## src/common/rpPkg.sv

```systemverilog
////////////////////////////////////////////////////////////
// Register map and word layouts of one RP drive as seen
// from the massbus side. Registers are 16 bits wide
////////////////////////////////////////////////////////////

package rpPkg;

   // Width of the sector counter and of RPDA
   localparam int SectorBits = 6;

   // RPDS bit positions
   localparam int DsDry = 7;
   localparam int DsDmd = 0;

   // Register index, from bus address bits 4:2
   // Indexes 5 to 7 are unmapped
   typedef enum logic [2:0] {
      AddrCs1 = 3'd0,
      AddrDa  = 3'd1,
      AddrMr  = 3'd2,
      AddrLa  = 3'd3,
      AddrDs  = 3'd4
   } rpAddr_e;

   // Function field of RPCS1 (bits 5:1)
   // Codes match the octal command words 01, 11 and 31 with GO
   typedef enum logic [4:0] {
      FuncNop    = 5'd0,
      FuncDrvClr = 5'd4,
      FuncSearch = 5'd12
   } rpFunc_e;

   // RPCS1 layout
   typedef struct packed {
      logic       attn;
      logic [8:0] rsvd;
      rpFunc_e    func;
      logic       go;
   } rpCs1_s;

   // RPMR layout, bits 15:5 unused
   typedef struct packed {
      logic [10:0] rsvd;
      logic        ddat;
      logic        dsck;
      logic        dind;
      logic        dclk;
      logic        dmd;
   } rpMr_s;

   // One written data word, decoded by address
   typedef union packed {
      rpCs1_s      cs1;
      rpMr_s       mr;
      logic [15:0] raw;
   } rpWord_u;

endpackage

```

## src/common/rpBusIfs.sv

```systemverilog
////////////////////////////////////////////////////////////
// Register write strobe is one clock wide per write
////////////////////////////////////////////////////////////

`timescale 1ns/1ps

// Register write bus from the bus slave to the register blocks
interface rpRegBus
   import rpPkg::*;
();
   logic    wrEn;
   rpAddr_e wrAddr;
   rpWord_u wrData;

   modport master (output wrEn, output wrAddr, output wrData);
   modport target (input wrEn, input wrAddr, input wrData);
endinterface

// Diagnostic mode and pulses between maintenance and control
interface rpMaintIf;
   logic dmd;
   logic sectorPulse;
   logic indexPulse;
   logic busy;

   // Maintenance side owns the diagnostic signals
   modport maint (output dmd, output sectorPulse, output indexPulse, input busy);
   // Control side owns busy
   modport ctrl (input dmd, input sectorPulse, input indexPulse, output busy);
endinterface

```

## src/hdl/rpAxiSlave.sv

```systemverilog
////////////////////////////////////////////////////////////
// AXI4-Lite slave, one outstanding write and one read
// Write strobes are ignored, responses are always OKAY
////////////////////////////////////////////////////////////

`timescale 1ns/1ps

module rpAxiSlave
   import rpPkg::*;
(
   input  logic        clk,
   input  logic        rst,
   // Write address and data
   input  logic [4:0]  awAddr,
   input  logic        awValid,
   output logic        awReady,
   input  logic [31:0] wData,
   input  logic        wValid,
   output logic        wReady,
   // Write response
   output logic        bValid,
   input  logic        bReady,
   output logic [1:0]  bResp,
   // Read address
   input  logic [4:0]  arAddr,
   input  logic        arValid,
   output logic        arReady,
   // Read data
   output logic [31:0] rData,
   output logic        rValid,
   input  logic        rReady,
   output logic [1:0]  rResp,
   // Register side
   rpRegBus.master     regBus,
   input  logic [15:0] csWord,
   input  logic [15:0] daWord,
   input  logic [15:0] mrWord,
   input  logic [15:0] laWord,
   input  logic [15:0] dsWord
);

   localparam logic [1:0] RespOkay = 2'b00;

   logic        wrAccept;
   rpAddr_e     rdAddr;
   logic [15:0] rdWord;

   ////////////////////////////////////////////////////////////
   // Write channel

   // Address and data taken together, blocked while response waits
   assign wrAccept = awValid && wValid && !bValid;
   assign awReady  = wrAccept;
   assign wReady   = wrAccept;

   // Register write in the handshake cycle
   assign regBus.wrEn   = wrAccept;
   assign regBus.wrAddr = rpAddr_e'(awAddr[4:2]);
   assign regBus.wrData = rpWord_u'(wData[15:0]);

   // Response follows one clock later, held until taken
   always_ff @(posedge clk or posedge rst)
   begin
      if (rst)
         bValid <= 1'b0;
      else if (wrAccept)
         bValid <= 1'b1;
      else if (bReady)
         bValid <= 1'b0;
   end

   assign bResp = RespOkay;

   ////////////////////////////////////////////////////////////
   // Read channel

   assign rdAddr = rpAddr_e'(arAddr[4:2]);

   // Read word select, unmapped reads zero
   always_comb
   begin
      case (rdAddr)
         AddrCs1: rdWord = csWord;
         AddrDa:  rdWord = daWord;
         AddrMr:  rdWord = mrWord;
         AddrLa:  rdWord = laWord;
         AddrDs:  rdWord = dsWord;
         default: rdWord = '0;
      endcase
   end

   // Ready only with no read data pending
   always_ff @(posedge clk or posedge rst)
   begin
      if (rst)
      begin
         arReady <= 1'b0;
         rValid  <= 1'b0;
      end
      else if (arReady && arValid)
      begin
         arReady <= 1'b0;
         rValid  <= 1'b1;
      end
      else if (rValid && rReady)
      begin
         arReady <= 1'b1;
         rValid  <= 1'b0;
      end
      else if (!rValid)
         arReady <= 1'b1;
   end

   // Data captured at the address handshake
   always_ff @(posedge clk)
   begin
      if (arReady && arValid)
         rData <= {16'b0, rdWord};
   end

   assign rResp = RespOkay;

endmodule

```

## src/hdl/rpSectorGen.sv

```systemverilog
////////////////////////////////////////////////////////////
// Free-running sector clock, starts counting at reset
////////////////////////////////////////////////////////////

`timescale 1ns/1ps

module rpSectorGen #(
   parameter int SectorCycles    = 16,
   parameter int SectorsPerTrack = 22
) (
   input  logic clk,
   input  logic rst,
   output logic sectorTick,
   output logic indexTick
);

   localparam int CycleW  = (SectorCycles > 1) ? $clog2(SectorCycles) : 1;
   localparam int SectorW = (SectorsPerTrack > 1) ? $clog2(SectorsPerTrack) : 1;

   logic [CycleW-1:0]  cycleCnt;
   logic [SectorW-1:0] sectorCnt;
   logic               cycleEnd;

   // Last clock of a sector period
   assign cycleEnd = (cycleCnt == CycleW'(SectorCycles - 1));

   // Both pulses registered so they line up
   always_ff @(posedge clk or posedge rst)
   begin
      if (rst)
      begin
         cycleCnt   <= '0;
         sectorCnt  <= '0;
         sectorTick <= 1'b0;
         indexTick  <= 1'b0;
      end
      else
      begin
         sectorTick <= cycleEnd;
         // Index on the last sector of the track
         indexTick  <= cycleEnd && (sectorCnt == SectorW'(SectorsPerTrack - 1));
         if (cycleEnd)
         begin
            cycleCnt <= '0;
            if (sectorCnt == SectorW'(SectorsPerTrack - 1))
               sectorCnt <= '0;
            else
               sectorCnt <= sectorCnt + 1'b1;
         end
         else
            cycleCnt <= cycleCnt + 1'b1;
      end
   end

endmodule

```

## src/rpMaint/rpMaint.sv

```systemverilog
////////////////////////////////////////////////////////////
// RPMR bits 4:1 hold only in diagnostic mode
// DMD itself loads only while the drive is idle
////////////////////////////////////////////////////////////

`timescale 1ns/1ps

module rpMaint
   import rpPkg::*;
(
   input  logic        clk,
   input  logic        rst,
   input  logic        clr,
   rpRegBus.target     regBus,
   rpMaintIf.maint     maint,
   output logic [15:0] mrWord
);

   logic  mrWr;
   logic  dmd;
   logic  dclk;
   logic  dind;
   logic  dsck;
   logic  ddat;
   // Previous DSCK and DIND for edge detect
   logic  dsckQ;
   logic  dindQ;
   rpMr_s mr;

   assign mrWr = regBus.wrEn && (regBus.wrAddr == AddrMr);

   // Diagnostic mode bit
   always_ff @(posedge clk or posedge rst)
   begin
      if (rst)
         dmd <= 1'b0;
      else if (clr)
         dmd <= 1'b0;
      else if (mrWr && !maint.busy)
         dmd <= regBus.wrData.mr.dmd;
   end

   // Diagnostic bits, cleared whenever DMD is off
   always_ff @(posedge clk or posedge rst)
   begin
      if (rst)
      begin
         dclk <= 1'b0;
         dind <= 1'b0;
         dsck <= 1'b0;
         ddat <= 1'b0;
      end
      else if (!dmd)
      begin
         dclk <= 1'b0;
         dind <= 1'b0;
         dsck <= 1'b0;
         ddat <= 1'b0;
      end
      else if (mrWr)
      begin
         dclk <= regBus.wrData.mr.dclk;
         dind <= regBus.wrData.mr.dind;
         dsck <= regBus.wrData.mr.dsck;
         ddat <= regBus.wrData.mr.ddat;
      end
   end

   always_ff @(posedge clk or posedge rst)
   begin
      if (rst)
      begin
         dsckQ <= 1'b0;
         dindQ <= 1'b0;
      end
      else
      begin
         dsckQ <= dsck;
         dindQ <= dind;
      end
   end

   // One clock pulse on each software 0 to 1 toggle
   assign maint.sectorPulse = dsck && !dsckQ;
   assign maint.indexPulse  = dind && !dindQ;
   assign maint.dmd         = dmd;

   assign mr = '{rsvd: '0, ddat: ddat, dsck: dsck, dind: dind, dclk: dclk, dmd: dmd};
   assign mrWord = mr;

endmodule

```

## src/rpControl/rpControl.sv

```systemverilog
////////////////////////////////////////////////////////////
// SEARCH waits forever if RPDA is past the last sector
// Commands issued while busy are ignored
////////////////////////////////////////////////////////////

`timescale 1ns/1ps

module rpControl
   import rpPkg::*;
(
   input  logic        clk,
   input  logic        rst,
   rpRegBus.target     regBus,
   rpMaintIf.ctrl      maint,
   input  logic        sectorTick,
   input  logic        indexTick,
   output logic        clr,
   output logic [15:0] csWord,
   output logic [15:0] daWord,
   output logic [15:0] laWord,
   output logic [15:0] dsWord
);

   logic                  busy;
   logic                  attn;
   rpFunc_e               func;
   logic [SectorBits-1:0] da;
   logic [SectorBits-1:0] secCnt;
   logic [SectorBits-1:0] secNext;
   logic                  csWr;
   logic                  daWr;
   logic                  secSel;
   logic                  idxSel;
   logic                  done;
   rpCs1_s                cs;

   assign csWr = regBus.wrEn && (regBus.wrAddr == AddrCs1);
   assign daWr = regBus.wrEn && (regBus.wrAddr == AddrDa);

   ////////////////////////////////////////////////////////////
   // Sector counter

   // Pulse source follows diagnostic mode
   assign secSel = maint.dmd ? maint.sectorPulse : sectorTick;
   assign idxSel = maint.dmd ? maint.indexPulse : indexTick;

   // Index wins over sector advance
   always_comb
   begin
      if (idxSel)
         secNext = '0;
      else if (secSel)
         secNext = secCnt + 1'b1;
      else
         secNext = secCnt;
   end

   always_ff @(posedge clk or posedge rst)
   begin
      if (rst)
      begin
         secCnt <= '0;
         da     <= '0;
      end
      else
      begin
         secCnt <= secNext;
         if (daWr)
            da <= regBus.wrData.raw[SectorBits-1:0];
      end
   end

   ////////////////////////////////////////////////////////////
   // Function execution

   // Search ends on the sector pulse landing on RPDA, others at once
   assign done = busy && ((func != FuncSearch) || (secSel && (secNext == da)));

   always_ff @(posedge clk or posedge rst)
   begin
      if (rst)
      begin
         busy <= 1'b0;
         attn <= 1'b0;
         func <= FuncNop;
      end
      else
      begin
         if (csWr && !busy)
            func <= regBus.wrData.cs1.func;
         if (done)
         begin
            busy <= 1'b0;
            attn <= 1'b1;
         end
         else
         begin
            if (csWr && !busy && regBus.wrData.cs1.go)
               busy <= 1'b1;
            // Any RPCS1 write acknowledges attention
            if (csWr)
               attn <= 1'b0;
         end
      end
   end

   // Drive clear lasts for its single busy cycle
   assign clr        = busy && (func == FuncDrvClr);
   assign maint.busy = busy;

   ////////////////////////////////////////////////////////////
   // Read words

   // GO reads back as busy
   assign cs     = '{attn: attn, rsvd: '0, func: func, go: busy};
   assign csWord = cs;
   assign daWord = {{(16 - SectorBits){1'b0}}, da};
   assign laWord = {{(16 - SectorBits){1'b0}}, secCnt};

   always_comb
   begin
      dsWord        = '0;
      dsWord[DsDry] = !busy;
      dsWord[DsDmd] = maint.dmd;
   end

endmodule

```

## src/hdl/rpDrive.sv

```systemverilog
////////////////////////////////////////////////////////////
// RP drive register model behind an AXI4-Lite port
////////////////////////////////////////////////////////////

`timescale 1ns/1ps

module rpDrive #(
   parameter int SectorCycles    = 16,
   parameter int SectorsPerTrack = 22
) (
   input  logic        clk,
   input  logic        rst,
   input  logic [4:0]  awAddr,
   input  logic        awValid,
   output logic        awReady,
   input  logic [31:0] wData,
   input  logic        wValid,
   output logic        wReady,
   output logic        bValid,
   input  logic        bReady,
   output logic [1:0]  bResp,
   input  logic [4:0]  arAddr,
   input  logic        arValid,
   output logic        arReady,
   output logic [31:0] rData,
   output logic        rValid,
   input  logic        rReady,
   output logic [1:0]  rResp
);

   logic        sectorTick;
   logic        indexTick;
   logic        clr;
   logic [15:0] csWord;
   logic [15:0] daWord;
   logic [15:0] mrWord;
   logic [15:0] laWord;
   logic [15:0] dsWord;

   rpRegBus  regBus ();
   rpMaintIf maintIf ();

   // Bus front end
   rpAxiSlave i_rpAxiSlave (
      .clk, .rst,
      .awAddr, .awValid, .awReady, .wData, .wValid, .wReady,
      .bValid, .bReady, .bResp,
      .arAddr, .arValid, .arReady, .rData, .rValid, .rReady, .rResp,
      .regBus (regBus.master),
      .csWord, .daWord, .mrWord, .laWord, .dsWord
   );

   rpSectorGen #(
      .SectorCycles    (SectorCycles),
      .SectorsPerTrack (SectorsPerTrack)
   ) i_rpSectorGen (
      .clk, .rst, .sectorTick, .indexTick
   );

   // Maintenance register and control run side by side
   rpMaint i_rpMaint (
      .clk, .rst, .clr,
      .regBus (regBus.target),
      .maint  (maintIf.maint),
      .mrWord
   );

   rpControl i_rpControl (
      .clk, .rst,
      .regBus (regBus.target),
      .maint  (maintIf.ctrl),
      .sectorTick, .indexTick, .clr,
      .csWord, .daWord, .laWord, .dsWord
   );

endmodule

```

## config.mk

```make
export PLATFORM = sky130hd
export DESIGN_NAME = rpDrive
export DESIGN_NICKNAME = d
export VERILOG_FILES = /design/src/common/rpPkg.sv /design/src/common/rpBusIfs.sv /design/src/hdl/rpAxiSlave.sv /design/src/hdl/rpSectorGen.sv /design/src/rpMaint/rpMaint.sv /design/src/rpControl/rpControl.sv /design/src/hdl/rpDrive.sv
export SDC_FILE = /design/constraint.sdc
export NUM_CORES = 1
export LEC_CHECK = 0
export BUFFER_PORTS_ARGS = -buffer_cell sky130_fd_sc_hd__buf_4
export CAP_MARGIN = 20
export CORE_ASPECT_RATIO = 0.7
export CORE_MARGIN = 3
export CORE_UTILIZATION = 45
export DETAILED_ROUTE_END_ITERATION = 8
export PLACE_DENSITY_LB_ADDON = 0.2
export REMOVE_ABC_BUFFERS = 1
export SYNTH_ARGS = -nofsm -noshare
export SYNTH_HDL_FRONTEND = slang
export SYNTH_SLANG_ARGS = --single-unit
```

## constraint.sdc

```tcl
create_clock -name clk -period 1.74 [get_ports clk]
set_input_delay 0.261 -clock clk [delete_from_list [all_inputs] [get_ports clk]]
set_output_delay 0.261 -clock clk [all_outputs]
set_load 0.005 [all_outputs]
```

======== After elaboration in Yosys (flattened, before gate mapping) ========
Index checks and enable logic that the tools add are counted.
cells by class
  add/subtract/negate cells ............... 3
  multipliers ............................. 0
  divide/modulo/power cells ............... 0
  $lt $le $gt $ge ......................... 0
  eq/ne operators ......................... 13
  shift operators ......................... 0
  multiplexer cells ....................... 28
  bitwise operators ....................... 0
  reduce and logical (&&, ||, !) cells .... 28
operator list
  kind                 count
  $pmux 16 s5          1
  $mux 1               23
  $logic_and 1x1->1    16
  $mux 6               2
  $reduce_bool 2->1    5
  $eq 3x2->1 const B   3
  $add 6x1->6 const B  1
  $eq 3x1->1 const B   2
  $eq 6x6->1           1
  $logic_not 3->1      2
  $add 5x1->5 const B  1
  $eq 5x3->1 const B   1
  $eq 5x5->1 const B   1
  $mux 5               1
  $ne 5x4->1 const B   1
  $add 4x1->4 const B  1
  $eq 4x4->1 const B   1
  $logic_not 1->1      4
  $mux 4               1
  $eq 3x3->1 const B   1
  $ne 3x3->1 const B   1
  $ne 2x1->1 const B   1
  $logic_or 1x1->1     1
storage, ports and cells
  register bits ........................... 56
  latch bits .............................. 0
  RAM bits ................................ 0
  memory bits (read-only) ................. 0
  bits of input ports ..................... 49
  output and inout port bits .............. 41
  logic and storage cells ................. 92
  memories kept ........................... 0

======== Logic depth before layout (Yosys ltp) ========
  depth in word-level cells ............... 10
  depth in mapped cells ................... 7
  mapped depth without buffers ............ 7

======== By module ========
A second synthesis with hierarchy kept.
unflattened totals
  cells, all modules ...................... 368
  area, all modules ....................... 3,892.5 µm²
by module, submodules not included
  module       times used  cells each  area each (µm²)  sequential area each (µm²)
  rpAxiSlave   1           150         1,614.0          555.5
  rpControl    1           134         1,341.3          475.5
  rpSectorGen  1           42          499.2            275.3
  rpMaint      1           42          437.9            175.2

======== Least setup slack after synthesis ========
OpenSTA, ideal clock, no wires.
  kind .................................... register to register
  start ................................... reg i_rpControl.secCnt[0]
  end ..................................... reg i_rpControl.attn
  setup time .............................. 126 ps
  arrival ................................. 1,622 ps
  required time ........................... 1,614 ps
  slack ................................... -8 ps
  stages on the path, launching flop included .. 8
  path buffers ............................ 0
  clock period less this slack ............ 1,748 ps
  path through ............................ dfrtp_1 > ha_1 > and2_1 > a31oi_1 > nor3b_1 > o311a_1 > a41oi_2 > o21ai_0
on the way
  cells in the longest elaborated chain, start to end .. 8
  elaborated cells between the ends (all ways) .. 9
  those cells by class .................... add/sub: 1; eq/ne: 1; mux: 3; reduce/logical: 4
RTL lines
  what                                         RTL line          source
  start: declaration                           rpControl.sv:28   logic [SectorBits-1:0] secCnt;
  start signal: assignment                     rpControl.sv:67   secCnt <= secNext;
  $add 6x1->6                                  rpControl.sv:53   secNext = secCnt + 1'b1;
  $mux 6 *                                     rpControl.sv:52   else if (secSel)
  $mux 6 *                                     rpControl.sv:50   if (idxSel)
  $eq 6x6->1 *                                 rpControl.sv:77   assign done = busy && ((func != FuncSearch) || (secSel && (secNext == da)));
  $logic_and 1x1->1 *                          rpControl.sv:77
  $logic_or 1x1->1 *                           rpControl.sv:77
  $logic_and 1x1->1 *                          rpControl.sv:77
  $mux 1 or $reduce_bool 2->1 (tied branches)  --
  end signal: assignment                       rpControl.sv:84   attn <= 1'b0;
  end signal: assignment                       rpControl.sv:94   attn <= 1'b1;
  end signal: assignment                       rpControl.sv:102  attn <= 1'b0;
  end: declaration                             rpControl.sv:25   logic attn;
Every way passes the cells marked *; elsewhere a longest branch is shown, timed or not.
A chain may end at the register's enable or synchronous reset.

======== Worst setup path in the final report ========
  start ................................... reg i_rpControl.secCnt[1]
  end ..................................... reg i_rpControl.busy, in the netlist i_rpControl.maint.busy
on the way
  cells in the longest elaborated chain, start to end .. 8
  elaborated cells between the ends (all ways) .. 9
  those cells by class .................... add/sub: 1; eq/ne: 1; mux: 3; reduce/logical: 4
RTL lines
  what                                         RTL line         source
  $add 6x1->6 *                                rpControl.sv:53
  $mux 6 *                                     rpControl.sv:52
  $mux 6 *                                     rpControl.sv:50
  named net i_rpControl.secNext[5]             rpControl.sv:29  logic [SectorBits-1:0] secNext;
  $eq 6x6->1 *                                 rpControl.sv:77
  $logic_and 1x1->1 *                          rpControl.sv:77
  $logic_or 1x1->1 *                           rpControl.sv:77
  $logic_and 1x1->1 *                          rpControl.sv:77
  $mux 1 or $reduce_bool 2->1 (tied branches)  --
  end signal: assignment                       rpControl.sv:83  busy <= 1'b0;
  end signal: assignment                       rpControl.sv:93  busy <= 1'b0;
  end signal: assignment                       rpControl.sv:99  busy <= 1'b1;
  end: declaration                             rpControl.sv:24  logic busy;
Mark *: on every way through the listed nets, which the timed path passes. The rest lies on a longest branch.

==> flow_metrics.tcl <==
set metrics [dict create \
    overflow 0 \
    grtUsageTotal 0.1549 \
    cts_hold_buf 0 \
    vias_per_cell 4.926 \
    critical_path_class "reg -> reg" \
    max_stage_delay_ps 450 \
    clock_skew_ps 6.703 \
    grt_pass1_vias 1554 \
    rsz0062_at_grt "true" \
    numCtsBuffers 5 \
    finalMaxSlewViolations 0 \
    pwr_density_cell_nw_per_um2 969.9 \
    antenna_found_initial 0 \
    dieHeight_microns 69.03 \
    core_sq_um 5368 \
    placed_cells 338 \
    cp_max_fo 3 \
    rows 22 \
    start_util 0.4758 \
    vias 1719 \
    numClockSinks 48 \
    clock_latency_ps 300 \
    drv_cap 0 \
    ys_warn_count 0 \
    cpMaxStageDelayCell "dfrtp_1" \
    cpLargestDelayFamily "compound AO/OA/AOI/OAI gates" \
    synth_cell_types 44 \
    hp-class "in -> async" \
    cts_buffer_depth 2 \
    min_period_ps 1769 \
    place_congestion 0.8189 \
    fin_ws_ps -29.41 \
    grt_max_degree 41 \
    synth-seq-cells 48 \
    syn_inst 226 \
    stdcell_count 349 \
    syn_area_sq_um 2554 \
    synth_edf_count 8 \
    finalHoldViolCount 0 \
    clkSlewWorstSetupHoldPaths_ps 80 \
    crit_path_start_kind "flop" \
    violations "setup timing" \
    worstMarginPinSlew_ps 510.7 \
    fillCellCount 490 \
    syn_to_final_growth_pct 17.98 \
    yosysSeqAreaShare 0.4860 \
    final_common_cell "buf_4" \
    detail_route.wl_per_cell_microns 13.76 \
    required_ps 1930 \
    dieArea_sq_um 6629 \
    leakagePower_nw 1.468 \
    layout.nets 329 \
    drt_wl_total_mm 4.803 \
    finalSetupViolations 2 \
    drive_gt1_frac 0.2996 \
    fin_crit_sh 1.017 \
    synth_area_per_cell_sq_um 11.30 \
    cp_num_buf_inv 1 \
    first_iter_violations 97 \
    die-width_microns 96.04 \
    max_slew_margin 0.6595 \
    io_pins 90 \
    most-common-layout-cells "49 x buf_4, 39 x dfrtp_1, 28 x conb_1" \
    antennaDiodeCount 0 \
    dp_hpwl_mm 3.589 \
    htreeDepth 2 \
    design_area_sq_um 3013 \
    endpoint_kind "flop" \
    fin_hold_ws_ps 82.97 \
    ir_worst_vdd_mv 0.4392 \
    status "finished, violations left" \
    worstPathCellList "buf_6 -> nand4_1 -> a211oi_2 -> mux2i_1 -> xnor2_1 -> a41oi_2 -> a22o_1" \
    portBuffers 31 \
    fmax_mhz 565.2 \
    critPathArrivalTime_ps 1960 \
    dr.pass1.iters 4 \
    ant_nets 0 \
    ys.flop_type "dfrtp_1" \
    grt_pass1_wl_mm 7.907 \
    async_flop_share 0.8333 \
    drc_errors 0 \
    ctsRootBufferMaster "clkbuf_8" \
    postPlaceCellArea_sq_um 2859 \
    tritoncts "built" \
]
## cell type report
class | instances | area, sq um | share of cell area
repair buffers | 51 | 390.4 | 0.1296
multi-input cells | 160 | 1162 | 0.3858
inverters | 10 | 37.54 | 0.01246
well taps | 72 | 90.09 | 0.02990
clock buffers | 8 | 90.09 | 0.02990
flip-flops and latches | 48 | 1242 | 0.4124
## worst paths after layout
check                                                    start                                   to  slack (ps)  cells after the start
setup / recovery               i_rpControl.secCnt[1]$_DFF_PP0_   i_rpControl.maint.busy$_DFFE_PP0P_         -30                      7
hold / removal                                             rst      i_rpAxiSlave.bValid$_DFFE_PP0P_          80                      3
setup reg to reg               i_rpControl.secCnt[1]$_DFF_PP0_   i_rpControl.maint.busy$_DFFE_PP0P_         -30                      7
hold reg to reg            i_rpSectorGen.cycleCnt[3]$_DFF_PP0_  i_rpSectorGen.cycleCnt[3]$_DFF_PP0_         490                      1
max in group asynchronous                                  rst      i_rpMaint.maint.dmd$_DFFE_PP0P_        1280                      3
min in group clk                                        bReady      i_rpAxiSlave.bValid$_DFFE_PP0P_         140                      2
## through the flow
| stage | TNS (ps) | total power, mW | util | setup slack, ps |
|---|---|---|---|---|
| detailed placement | -277.5 | 2.160 | 0.5326 | -148.7 |
| global placement | -212.7 | 2.149 | 0.5326 | -108.8 |
| CTS | -70.96 | 2.940 | 0.5578 | -38.29 |
| finish | -49.79 | 2.922 | 0.5613 | -29.41 |
| floorplan | -7.845 | 1.839 | - | -7.845 |
| global route | -318.3 | 3.125 | 0.5613 | -173.8 |
## cells by family after synthesis
kind of cell,synth area share
DFF,0.4860
other,0.001468
buffers and inverters,0.1112
and+or+nand+nor,0.1548
adders and majority gates,0.01960
muxes,0.1230
xor gates and xnor gates,0.03430
AOI/OAI and AO/OA,0.06958
## sequential cells by signal, summed over array words and instances (netlist names)
register and count:
i_rpSectorGen.sectorCnt 5, i_rpControl.secCnt 6, i_rpSectorGen.cycleCnt 4, i_rpMaint.dsckQ 1, i_rpAxiSlave.rValid 1, i_rpAxiSlave.rData 8
i_rpMaint.dindQ 1, i_rpMaint.ddat 1, i_rpMaint.maint.dmd 1, i_rpControl.maint.busy 1, i_rpMaint.dclk 1, i_rpControl.da 6
i_rpSectorGen.indexTick 1, i_rpMaint.dsck 1, i_rpMaint.dind 1, i_rpControl.func 5, i_rpAxiSlave.arReady 1, i_rpControl.attn 1
i_rpAxiSlave.bValid 1, i_rpSectorGen.sectorTick 1
## power by group
group	internal [mW]	switching [mW]
logic	0.471	0.338
clock network	0.325	0.352
registers	1.29	0.149
## cell usage after synthesis, types with 2 or more instances
master,n,area share
a21oi_1,4,0.0078
a22o_1,2,0.0069
a31oi_1,3,0.0074
and2_1,2,0.0049
buf_1,2,0.0029
buf_2,2,0.0039
buf_4,30,0.088
dfrtp_1,40,0.39
edfxtp_1,8,0.094
ha_1,4,0.020
inv_1,9,0.013
mux2_2,11,0.049
mux2i_1,10,0.039
mux4_2,4,0.035
nand2_1,10,0.015
nand2b_1,5,0.012
nand3_1,11,0.022
nand3b_1,3,0.0088
nand4_1,3,0.0074
nor2_1,12,0.018
nor2b_1,9,0.022
nor3b_1,2,0.0059
nor4b_1,3,0.010
o21ai_0,9,0.018
xnor2_1,4,0.014
xor2_1,6,0.021
## metal layers
layer  track usage  part of all wire  vias up
met1        0.2539              0.50      804
met3       0.04035             0.092        5
met2        0.1989              0.39       75
met5             0                 0        -
met4       0.03785             0.010        0
li1              -                 -      835
## worst register-to-register path, cell delays in order (launching register included)
cell and delay, ps:
dfrtp_1 450, buf_6 130, nand4_1 100, a211oi_2 180, mux2i_1 290, xnor2_1 160, a41oi_2 150, a22o_1 190
## repair_timing
item	CTS	global route
pin swaps	2	0
endpoints found under the setup margin	2	7
gates resized for setup	5	3
buffers inserted	2	1
hold endpoints to repair	0	0
(Power assumes the default switching activity.)
